$ cat src/hog_cell_pkg.sv
// shared sizes, state, bank and vote-slot encodings for the HOG cell-histogram RTL and bench
package hog_cell_pkg;

	//--------------------------------------------------
	// default sizes, overridden from the top level
	//--------------------------------------------------
	parameter int default_cells_per_side = 34; // cells along one grid side
	parameter int default_num_bins = 18; // orientation bins per cell
	parameter int default_acc_width = 35; // accumulator and intensity width
	parameter int cell_px_bits = 2; // 4x4 pixels per cell

	//--------------------------------------------------
	// encodings
	//--------------------------------------------------
	typedef enum logic {
		st_clear, // zeroing all banks
		st_idle // accepting votes and readback
	} ctrl_state_e;

	// bank by {row parity, col parity}
	typedef enum logic [1:0] {
		bank_odd_odd = 2'd0,
		bank_odd_even = 2'd1,
		bank_even_odd = 2'd2,
		bank_even_even = 2'd3
	} bank_e;

	// order matches intensity_0 to intensity_3
	typedef enum logic [1:0] {
		slot_own = 2'd0, // cell holding the pixel
		slot_vert = 2'd1, // up or down neighbour
		slot_diag = 2'd2, // corner neighbour
		slot_horz = 2'd3 // left or right neighbour
	} slot_e;

endpackage

$ cat src/vote_addr_gen.sv
// combinational vote cell addressing, edge checks, bank steering and readback address
`timescale 1ns/1ps

module vote_addr_gen #(
	parameter int cells_per_side = hog_cell_pkg::default_cells_per_side,
	parameter int num_bins = hog_cell_pkg::default_num_bins,
	localparam int cw = $clog2(cells_per_side),
	localparam int pw = cw + hog_cell_pkg::cell_px_bits,
	localparam int bw = $clog2(num_bins),
	localparam int half = (cells_per_side + 1) / 2,
	localparam int aw = $clog2(half * half * num_bins)
) (
	input logic [pw-1:0] vote_row,
	input logic [pw-1:0] vote_col,
	input logic [bw-1:0] vote_bin,
	input logic [cw-1:0] rd_cell_row,
	input logic [cw-1:0] rd_cell_col,
	input logic [bw-1:0] rd_bin,
	output logic [aw-1:0] bank_addr_0,
	output logic [aw-1:0] bank_addr_1,
	output logic [aw-1:0] bank_addr_2,
	output logic [aw-1:0] bank_addr_3,
	output hog_cell_pkg::slot_e bank_slot_0,
	output hog_cell_pkg::slot_e bank_slot_1,
	output hog_cell_pkg::slot_e bank_slot_2,
	output hog_cell_pkg::slot_e bank_slot_3,
	output logic bank_slot_ok_0,
	output logic bank_slot_ok_1,
	output logic bank_slot_ok_2,
	output logic bank_slot_ok_3,
	output hog_cell_pkg::bank_e rd_bank,
	output logic [aw-1:0] rd_addr
);

	localparam int pb = hog_cell_pkg::cell_px_bits;

	// address inside the parity bank
	function automatic logic [aw-1:0] cell_addr(input logic [cw-1:0] r, input logic [cw-1:0] c,
			input logic [bw-1:0] b);
		cell_addr = (aw'(r >> 1) * aw'(half) + aw'(c >> 1)) * aw'(num_bins) + aw'(b);
	endfunction

	function automatic hog_cell_pkg::bank_e bank_of(input logic [cw-1:0] r, input logic [cw-1:0] c);
		bank_of = hog_cell_pkg::bank_e'({~r[0], ~c[0]}); // odd,odd is bank 0
	endfunction

	logic [cw-1:0] cell_r, cell_c; // own cell
	logic [cw-1:0] nb_r, nb_c; // neighbour row and col
	logic upper, left; // pixel quadrant inside cell
	logic r_ok, c_ok; // neighbour row/col inside grid
	logic [3:0][cw-1:0] s_r, s_c; // per-slot cell
	logic [3:0] s_ok;
	logic [3:0][aw-1:0] addr;
	hog_cell_pkg::slot_e slot [4];
	logic [3:0] ok;
	hog_cell_pkg::bank_e bk;

	assign cell_r = vote_row[pw-1:pb];
	assign cell_c = vote_col[pw-1:pb];
	assign upper = ~vote_row[pb-1];
	assign left = ~vote_col[pb-1];
	assign nb_r = upper ? cell_r - 1'b1 : cell_r + 1'b1;
	assign nb_c = left ? cell_c - 1'b1 : cell_c + 1'b1;
	assign r_ok = upper ? (cell_r != '0) : (cell_r != cw'(cells_per_side - 1));
	assign c_ok = left ? (cell_c != '0) : (cell_c != cw'(cells_per_side - 1));

	// own, vert, diag, horz in slot order
	assign s_r = {cell_r, nb_r, nb_r, cell_r};
	assign s_c = {nb_c, nb_c, cell_c, cell_c};
	assign s_ok = {c_ok, r_ok & c_ok, r_ok, 1'b1};

	// the four cells always fall in four different banks
	always_comb begin
		addr = '0;
		ok = '0;
		for (int b = 0; b < 4; b++) begin
			slot[b] = hog_cell_pkg::slot_own;
		end
		for (int s = 0; s < 4; s++) begin
			bk = bank_of(s_r[s], s_c[s]);
			addr[bk] = cell_addr(s_r[s], s_c[s], vote_bin);
			slot[bk] = hog_cell_pkg::slot_e'(2'(s));
			ok[bk] = s_ok[s];
		end
	end

	assign {bank_addr_3, bank_addr_2, bank_addr_1, bank_addr_0} = addr;
	assign {bank_slot_ok_3, bank_slot_ok_2, bank_slot_ok_1, bank_slot_ok_0} = ok;
	assign bank_slot_0 = slot[0];
	assign bank_slot_1 = slot[1];
	assign bank_slot_2 = slot[2];
	assign bank_slot_3 = slot[3];

	assign rd_bank = bank_of(rd_cell_row, rd_cell_col); // readback cell
	assign rd_addr = cell_addr(rd_cell_row, rd_cell_col, rd_bin);

endmodule

$ cat config.mk
export PLATFORM = sky130hd
export DESIGN_NAME = vote_addr_gen
export DESIGN_NICKNAME = d
export VERILOG_FILES = /design/src/hog_cell_pkg.sv /design/src/vote_addr_gen.sv
export SDC_FILE = /design/constraint.sdc
export NUM_CORES = 1
export LEC_CHECK = 0
export BUFFER_PORTS_ARGS = -buffer_cell sky130_fd_sc_hd__buf_2
export CAP_MARGIN = 40
export CORE_MARGIN = 2
export CORE_UTILIZATION = 50
export DETAILED_ROUTE_END_ITERATION = 8
export GPL_TIMING_DRIVEN = 0
export PLACE_DENSITY = 0.74
export RECOVER_POWER = 25
export SLEW_MARGIN = 20
export SYNTH_ARGS = -nofsm -noshare
export SYNTH_HDL_FRONTEND = slang
export SYNTH_SLANG_ARGS = --single-unit
$ cat constraint.sdc
create_clock -name vclk -period 13.12
set_input_delay 1.312 -clock vclk [all_inputs]
set_output_delay 1.312 -clock vclk [all_outputs]
set_load 0.005 [all_outputs]
---- Word-level counts from Yosys, hierarchy flattened ----
Index checks and enable logic that the tools add are counted.
cells by class
  add/sub/neg operators ................... 14
  multipliers ............................. 8
  $lt $le $gt $ge ......................... 14
  equality and inequality tests ........... 2
  mux-type cells .......................... 32
  bitwise operators ....................... 14
  reduce and logical (&&, ||, !) cells .... 9
operators with widths
  operator                 number
  $bwmux W52               3
  $add A13 B5 Y13          8
  $demux W13 S2            4
  $and A52 B52 Y52         1
  $mux W13                 4
  $mul A13 B4 Y12 const B  3
  $mul A5 B5 Y10 const B   3
  $mul A11 B4 Y12 const B  2
  $add A10 B5 Y11          2
  $add A6 B1 Y6 const B    2
  $bwmux W4                3
  $demux W2 S2             3
  $lt A2 B3 Y1 const B     4
  $mux W6                  2
  $ne A6 B6 Y1 const B     2
  $reduce_bool A6 Y1       2
  $sub A6 B1 Y6 const B    2
  $ge A3 B3 Y1 const B     3
  $lt A3 B1 Y1 const B     3
  $not A2 Y3               3
  $demux W1 S2             4
  $ge A2 B1 Y1 const B     4
  $or A8 B8 Y8             1
  $logic_and A1 B1 Y1      7
  6 further kinds          18
storage, ports and cells
  flip-flop bits (word level) ............. 0
  bits of input ports ..................... 38
  output and inout port bits .............. 79
  logic and storage cells ................. 93

---- Logic depth before layout (Yosys ltp) ----
Gate-level depths: netlist (run 1).
  depth in word-level cells ............... 11
  mapped depth ............................ 24
  gate-level depth less buffers ........... 23

---- Worst setup path before layout (run 1) ----
No wires, ideal clock.
  path type ............................... in2out
  start ................................... input vote_row[1]
  end ..................................... output bank_addr_0[12]
  data arrival time ....................... 5.988 ns
  required time ........................... 11.808 ns
  setup slack ............................. 5.820 ns
  stages .................................. 24
  buffers on the path ..................... 1
  cells stage by stage .................... inv_1 > ha_1 > a211oi_2 > nor2_1 > a31oi_1 > nand2_1 > ha_1 > ha_1 > clkbuf_1 > nand2_1 > o21ai_0 > nand3_1 > a21o_2 > and2_1 > ha_1 > ha_1 > or3b_1 > nand3_1 > nor3_1 > nor4_1 > xnor3_1 > a21o_1 > nand3_1 > o211ai_1
on the way
  cells in the longest elaborated chain, start to end .. 9
RTL lines
  what                                                     RTL line             text
  start, declared                                          vote_addr_gen.sv:13  input logic [pw-1:0] vote_row,
  $mux W6 (*)                                              vote_addr_gen.sv:62  assign nb_r = upper ? cell_r - 1'b1 : cell_r + 1'b1;
  branches (longest 6 deep; another with $add A13 B5 Y13)  -
  $bwmux W52 (*) (2 in a row)                              vote_addr_gen.sv:81  addr[bk] = cell_addr(s_r[s], s_c[s], vote_bin);
  end, declared                                            vote_addr_gen.sv:19  output logic [aw-1:0] bank_addr_0,
Mark *: on every way between the ends.

---- Worst setup path in the final report (run 1) ----
Ends and elaborated chain as after synthesis.

==> results of run 1 <==
through the flow:
step	hold WS (ps)	instances
finish	2810	1184
global route	2820	1184
detailed placement	2790	1184
CTS	2790	1184
global placement	2790	1184
floorplan	2650	894
final timing paths:
path                    start              end
hold / removal      rd_bin[0]       rd_addr[0]
setup / recovery  vote_row[1]  bank_addr_0[12]
worst max-delay path: cells and delay by family:
family	cells	cell delay, ps
adders and majority gates	5	1460
buffers and inverters	4	740
and+or+nand+nor	11	1910
xor gates and xnor gates	1	300
AOI/OAI and AO/OA	5	1390
logic make-up (layout without fill, tap and decap cells):
group	after synthesis	count (layout)	share of synthesized area, %
other	1	5	0.0558
adder cells (fa/ha/maj)	158	158	31.3
multiplexers	8	8	1.19
XOR/XNOR	115	115	16.3
buffers and inverters	101	215	5.93
AND/OR/NAND/NOR	218	218	15.5
AO/OA/AOI/OAI	289	289	29.6
final cells by class:
cell class	instances	area share [%]
multi-input combinational	793	84.3
tap	176	2.93
inverter	63	3.15
buffer	38	2.15
timing repair buffer	114	7.45
cell usage in the layout, fill, tap and decap left out, types with 23 or more instances in the layout:
master / count
a21oi_1: 50
inv_1: 60
clkbuf_1: 40
xnor2_1: 71
a21o_1: 23
nand2_1: 63
nor2_1: 70
buf_2: 105
o21ai_0: 69
ha_1: 141
xor2_1: 37
routing by layer:
metal / vias to the layer above / routed length, um / global-route usage (%)
met5: - / 0 / 0
li1: 3506 / - / -
met4: 0 / 717 / 8.46
met2: 277 / 8350 / 43.6
met3: 46 / 1410 / 3.37
met1: 3148 / 9040 / 37.1
power by group through the flow:
stage / Clock [mW] / Combinational [mW] / Sequential (mW)
after detailed placement: 0 / 2.18 / 0
after global routing: 0 / 2.46 / 0
after global placement: 0 / 2.16 / 0
after CTS: 0 / 2.19 / 0
final: 0 / 2.23 / 0
after floorplan: 0 / 1.57 / 0
==> flow_metrics.tcl, run 1 <==
set metrics [dict create \
    grt_max_degree 11 \
    grt_overflow_total 0 \
    seq_cell_count 0 \
    die_x_um 120 \
    gp_congestion 1.02 \
    place_area_um2 7520 \
    hold_path.class "primary input to output pin" \
    cp_slowest_cell "nor4_1" \
    cts_resized 0 \
    period_minus_slack_ps 8430 \
    relSlewSlack_pct 58.2 \
    crit_type "primary input to output pin" \
    tightestPinTransition_ps 622 \
    hold_depth 2 \
    drtPass1Iterations 5 \
    io_pins 117 \
    power_frac_seq_pct 0 \
    ys_top_cells_by_area "ha_1 (26%), xnor2_1 (9.3%), o21ai_0 (5.1%), fa_1 (5.1%), xor2_1 (4.8%)" \
    die_h_um 120 \
    dieArea_um2 14400 \
    finalCritPeriodShare_pct 64.2 \
    switching_share_pct 59.8 \
    via_per_inst 5.89 \
    crit_top_cell "ha_1" \
    slowest_delay_ps 420 \
    ctsHoldBuffers 0 \
    core_area_um2 13200 \
    crit_arrival_ps 7110 \
    fin_util_pct 56.9 \
    power.density_nw_per_um2 296 \
    hold_viol 0 \
    antenna_left 0 \
    comb_power_share_pct 100.0 \
    cts_setup_buffers 0 \
    yosysSeqAreaShare_pct 0 \
    vias 6977 \
    syn_inst 890 \
    setup-tns-final_ps 0 \
    end_kind "output pin" \
    p_leak_nw 3.58 \
    row_count 42 \
    grt_pass1_wl_um 32100 \
    port_buffers 114 \
    synth_top_area_cell "ha_1" \
    area_delta_synth_final_pct 11.8 \
    synth_warnings 0 \
    p_int_uw 893 \
    seq_area_um2 0 \
    dpl.hpwl_um 16800 \
    first_iter_violations 503 \
    synthMostInstantiatedCell "ha_1" \
    drc_errors 0 \
    initial_core_util_pct 50.9 \
    drv_cap 0 \
    wirelength_um 19500 \
    postSynthAreaPerCell_um2 7.55 \
    fin_ws_ps 4690 \
    clkbuf_count 0 \
    outcome "finished, final reports clean" \
    synth_commonest_cells "ha_1 (141), xnor2_1 (71), nor2_1 (70), o21ai_0 (69), nand2_1 (63)" \
    drive_gt1_share_pct 12.0 \
    switching_power_mw 1.33 \
    yosysTopAreaCellShare_pct 26.3 \
    n_fill_cell 1275 \
    path_max_fanout 9 \
    report.power.total_mw 2.23 \
    setup_viol 0 \
    rsz0062_at_grt "no" \
    finalNetCount 1206 \
    slew_viol_final 0 \
    ir_drop_v 0.000198 \
    wl_per_cell_um 16.5 \
    fmax_ghz 0.119 \
    start_kind "primary input" \
    first_global_vias 6518 \
    track_usage_pct 26.9 \
    antennaDiodeCount 0 \
    fin_area_um2 7510 \
    ys_types 65 \
    antenna_found_initial 0 \
    pre_cts_ws_ps 4790 \
    multi_input_area_um2 6330 \
    cp.required_ps 11810 \
    synth_area_um2 6720 \
    pwr-share-clk_pct 0 \
]
(Power assumes the default switching activity.)
==> run 2, diff against run 1 <==
--- a/config.mk
+++ b/config.mk
@@ -11,7 +11,7 @@
 export CORE_UTILIZATION = 50
 export DETAILED_ROUTE_END_ITERATION = 8
 export GPL_TIMING_DRIVEN = 0
-export PLACE_DENSITY = 0.74
+export PLACE_DENSITY = 0.77
 export RECOVER_POWER = 25
 export SLEW_MARGIN = 20
 export SYNTH_ARGS = -nofsm -noshare
==> constraint.sdc (replaced) <==
create_clock -name vclk -period 7.55
set_input_delay 0.755 -clock vclk [all_inputs]
set_output_delay 0.755 -clock vclk [all_outputs]
set_load 0.005 [all_outputs]
==> run 2 against run 1 <==
Design area about the same. Sequential share of layout area unchanged. Count of clock-buffer cells in the layout unchanged. Critical path depth decreased by 1. Setup slack got worse by 4200 ps. Sequential cell count unchanged. Largest cell class unchanged. Worst hold slack got worse by 1100 ps. Non-clock buffer count decreased by 1. Global-route usage increased by 0.12 points. Via count increased by 0.26%. Utilization about the same. Combinational power increased by 73%.
==> flow_metrics.tcl, run 2 (same netlist as run 1, synthesis figures left out) <==
set metrics [dict create \
    fin_ws_ps 471 \
    rsz0062_at_grt "no" \
    dpl.hpwl_um 16700 \
    hold_viol 0 \
    cts_resized 0 \
    wirelength_um 19600 \
    crit_type "primary input to output pin" \
    met3_usage_pct 3.37 \
    drc_errors 0 \
    power.density_nw_per_um2 513 \
    first_global_vias 6461 \
    outcome "finished, final reports clean" \
    drtPass1Iterations 7 \
    start_kind "primary input" \
    gp_congestion 1.01 \
    grt_pass1_wl_um 31900 \
    setup_viol 0 \
    fmax_ghz 0.141 \
    slew_viol_final 0 \
    tightestPinTransition_ps 699 \
    wl_per_cell_um 16.6 \
    drv_cap 0 \
    fin_area_um2 7510 \
    antenna_found_initial 0 \
    first_iter_violations 461 \
    area_delta_synth_final_pct 11.9 \
    period_minus_slack_ps 7080 \
    place_area_um2 7520 \
    gr-usage-met2_pct 44.8 \
    cp.required_ps 6800 \
    mostFrequentLayoutCells "ha_1 (141), buf_2 (106), xnor2_1 (71)" \
    ctsHoldBuffers 0 \
    core_area_um2 13200 \
    via_per_inst 5.91 \
    fin_util_pct 57.0 \
    grt_max_degree 11 \
    vias 6995 \
    cts_setup_buffers 0 \
    antenna_left 0 \
    finalNetCount 1205 \
    use_met1_pct 36.3 \
    drive_gt1_share_pct 12.3 \
    hold_path.class "primary input to output pin" \
    initial_core_util_pct 50.9 \
    finalCritPeriodShare_pct 93.8 \
    ir_drop_v 0.000312 \
    setup-tns-final_ps 0 \
    end_kind "output pin" \
    pre_cts_ws_ps 350 \
    row_count 42 \
    final_common_cell "ha_1" \
    clkbuf_count 0 \
    seq_area_um2 0 \
    crit_arrival_ps 6320 \
    path_max_fanout 9 \
    track_usage_pct 27.0 \
    io_pins 117 \
    grt-busiest-layer "met2" \
    die_h_um 120 \
    relSlewSlack_pct 52.9 \
    seq_cell_count 0 \
    p_leak_nw 3.59 \
    hold_ws_ps 1700 \
    grt_overflow_total 0 \
    n_fill_cell 1270 \
    port_buffers 114 \
    dieArea_um2 14400 \
    antennaDiodeCount 0 \
    die_x_um 120 \
]
run 2: cell count changes in the layout (fill, tap and decap cells not counted), sizes merged:
cell,before,now
buf,107,108
clkbuf,45,43
run 2: routing by layer:
metal,wire (um),part of all wire (%)
met1,8760,45
met2,8590,44
met3,1520,7.8
met4,733,3.7
met5,0,0
run 2: path summary, 6_finish.rpt:
kind                    start              end  slack (ps)  cells after the start
hold / removal      rd_bin[0]       rd_addr[0]        1700                      2
setup / recovery  vote_row[1]  bank_addr_0[12]         470                     25
run 2: final cells by class:
type | instances | area, um^2 | area share, %
tap | 176 | 220 | 2.93
timing repair buffer | 114 | 562 | 7.48
multi-input combinational | 793 | 6340 | 84.3
buffer | 37 | 158 | 2.10
inverter | 63 | 236 | 3.15
run 2: per-stage QoR:
step	cells	power [mW]
final	1183	3.86
after global routing	1183	4.27
after CTS	1184	3.79
after detailed placement	1184	3.76
after global placement	1184	3.72
after floorplan	894	2.73
run 2: worst max-delay path, cell delays in order:
cell and delay, ps:
buf_2 140, inv_1 100, ha_1 310, a211oi_2 290, nor2_1 110, a31oi_1 350
nand2_1 130, ha_1 230, ha_1 460, nand2_1 70, o21ai_0 290, nand3_1 140
a21o_2 230, and2_1 140, ha_1 290, ha_1 370, or3b_1 390, nand3_1 110
nor3_1 50, nor4_1 430, xnor3_1 300, nand3_1 210, nand3_1 110, o211ai_1 150
buf_2 150
run 2: power by group:
part / leakage (nW) / switching (mW) / internal (mW)
clock: 0 / 0 / 0
combinational: 3.59 / 2.30 / 1.55
sequential: 0 / 0 / 0
total: 3.59 / 2.30 / 1.55
==> run 3, diff against run 2 <==
--- a/config.mk
+++ b/config.mk
@@ -12,7 +12,6 @@
 export DETAILED_ROUTE_END_ITERATION = 8
 export GPL_TIMING_DRIVEN = 0
 export PLACE_DENSITY = 0.77
-export RECOVER_POWER = 25
 export SLEW_MARGIN = 20
 export SYNTH_ARGS = -nofsm -noshare
 export SYNTH_HDL_FRONTEND = slang
==> run 3 against run 2 <==
Routed wire length about the same. Sequential cell count unchanged. Via count down 0.30%. Die area unchanged. Utilization up 0.066 points. Count of clock-buffer cells in the layout stayed put. Global-route usage unchanged. Sequential share of layout area is the same. Setup slack worse by 6.6 ps. Critical path depth did not move. Design area is 0.12% higher. Power about the same. Highest routed layer unchanged.
==> flow_metrics.tcl, run 3 (same netlist as run 1, synthesis figures left out) <==
set metrics [dict create \
    area_delta_synth_final_pct 12.0 \
    via_per_inst 5.90 \
    hp-start "rd_bin[0]" \
    comb_power_share_pct 100.0 \
    min_to "rd_addr[0]" \
    grt_overflow_total 0 \
    path_max_fanout 9 \
    ir_drop_v 0.000313 \
    crit_arrival_ps 6330 \
    crit_type "primary input to output pin" \
    dieArea_um2 14400 \
    setup_viol 0 \
    clkbuf_count 0 \
    setup-tns-final_ps 0 \
    rsz0062_at_grt "no" \
    antenna_found_initial 0 \
    dp.cells 1184 \
    hold_depth 2 \
    port_buffers 114 \
    fin_util_pct 57.0 \
    fmax_ghz 0.141 \
    power.density_nw_per_um2 512 \
    wirelength_um 19600 \
    track_usage_pct 27.0 \
    die_x_um 120 \
    grt_max_degree 11 \
    finalNetCount 1205 \
    n_fill_cell 1266 \
    critical_path_depth 25 \
    mostFrequentLayoutCells "ha_1 (141), buf_2 (114), xnor2_1 (71)" \
    first_iter_violations 396 \
    core_area_um2 13200 \
    drtPass1Iterations 5 \
    first_global_vias 6461 \
    row_count 42 \
    switching_share_pct 59.6 \
    critPathBufInv 3 \
    end_kind "output pin" \
    seq_cell_count 0 \
    final_common_cell "ha_1" \
    fin_area_um2 7520 \
    antennaDiodeCount 0 \
    grt_pass1_wl_um 31900 \
    path_delay_family "simple AND/OR/NAND/NOR gates" \
    hold_ws_ps 1680 \
    period_minus_slack_ps 7090 \
    dpl.hpwl_um 16700 \
    slew_viol_final 0 \
    multi_input_area_um2 6340 \
    vias 6974 \
    cp_slowest_cell "ha_1" \
    io_pins 117 \
    relSlewSlack_pct 53.0 \
    antenna_left 0 \
    gp_congestion 1.01 \
    start_kind "primary input" \
    drv_cap 0 \
    power_frac_seq_pct 0 \
    die_h_um 120 \
    finalCritPeriodShare_pct 93.8 \
    tightestPinTransition_ps 698 \
    initial_core_util_pct 50.9 \
    drive_gt1_share_pct 13.0 \
    outcome "finished, final reports clean" \
    pwr-share-clk_pct 0 \
    switching_power_mw 2.30 \
    drc_errors 0 \
    hold_path.class "primary input to output pin" \
    p_leak_nw 3.61 \
    wl_per_cell_um 16.6 \
    p_int_mw 1.56 \
    place_area_um2 7520 \
    seq_area_um2 0 \
    hold_viol 0 \
    slowest_delay_ps 460 \
    cp.required_ps 6800 \
    crit_top_cell "ha_1" \
    instances_no_fill 1183 \
]
==> run 3: changes by cell type in the layout (fill, tap and decap cells not counted), sizes merged <==
cell and delta:
clkbuf -13, buf +13
==> run 3: power groups by stage <==
stage               Clock [mW]  Combinational, mW  Sequential, mW
finish                       0               3.85               0
global route                 0               4.28               0
CTS                          0               3.79               0
detailed placement           0               3.76               0
global placement             0               3.72               0
floorplan                    0               2.73               0
==> run 3: routing by layer <==
metal	vias up	track usage, %	share of wire (%)
met5	-	0	0
li1	3503	-	-
met2	279	44.8	44
met1	3148	36.3	45
met3	44	3.37	7.3
met4	0	9.04	3.8
==> run 3: final cells by class <==
cell class	instances	share of cell area, %
well taps	176	2.93
repair buffers	114	7.58
multi-input cells	793	84.3
inverters	63	3.14
plain buffers	37	2.10
==> run 3: per-stage QoR <==
stage / power (mW) / worst slack (ps)
after floorplan: 2.73 / 1360
after global placement: 3.72 / 372
after detailed placement: 3.76 / 350
after CTS: 3.79 / 328
after global routing: 4.28 / 36.9
final: 3.85 / 464
==> run 3: repair_timing <==
item / CTS / global route
setup buffers: 0 / 0
setup endpoints to repair: 0 / 4
hold buffers: 0 / 0
resized for setup: 0 / 1
==> run 3: how the worst max path moves through the flow <==
stage / slack [ps] / end / from
after floorplan: 1360 / bank_addr_0[12] / vote_row[1]
after global placement: 370 / bank_addr_0[12] / vote_row[1]
after detailed placement: 350 / bank_addr_0[12] / vote_row[1]
after CTS: 330 / bank_addr_0[12] / vote_row[1]
after global routing: 40 / bank_addr_1[12] / vote_row[1]
final: 460 / bank_addr_0[12] / vote_row[1]
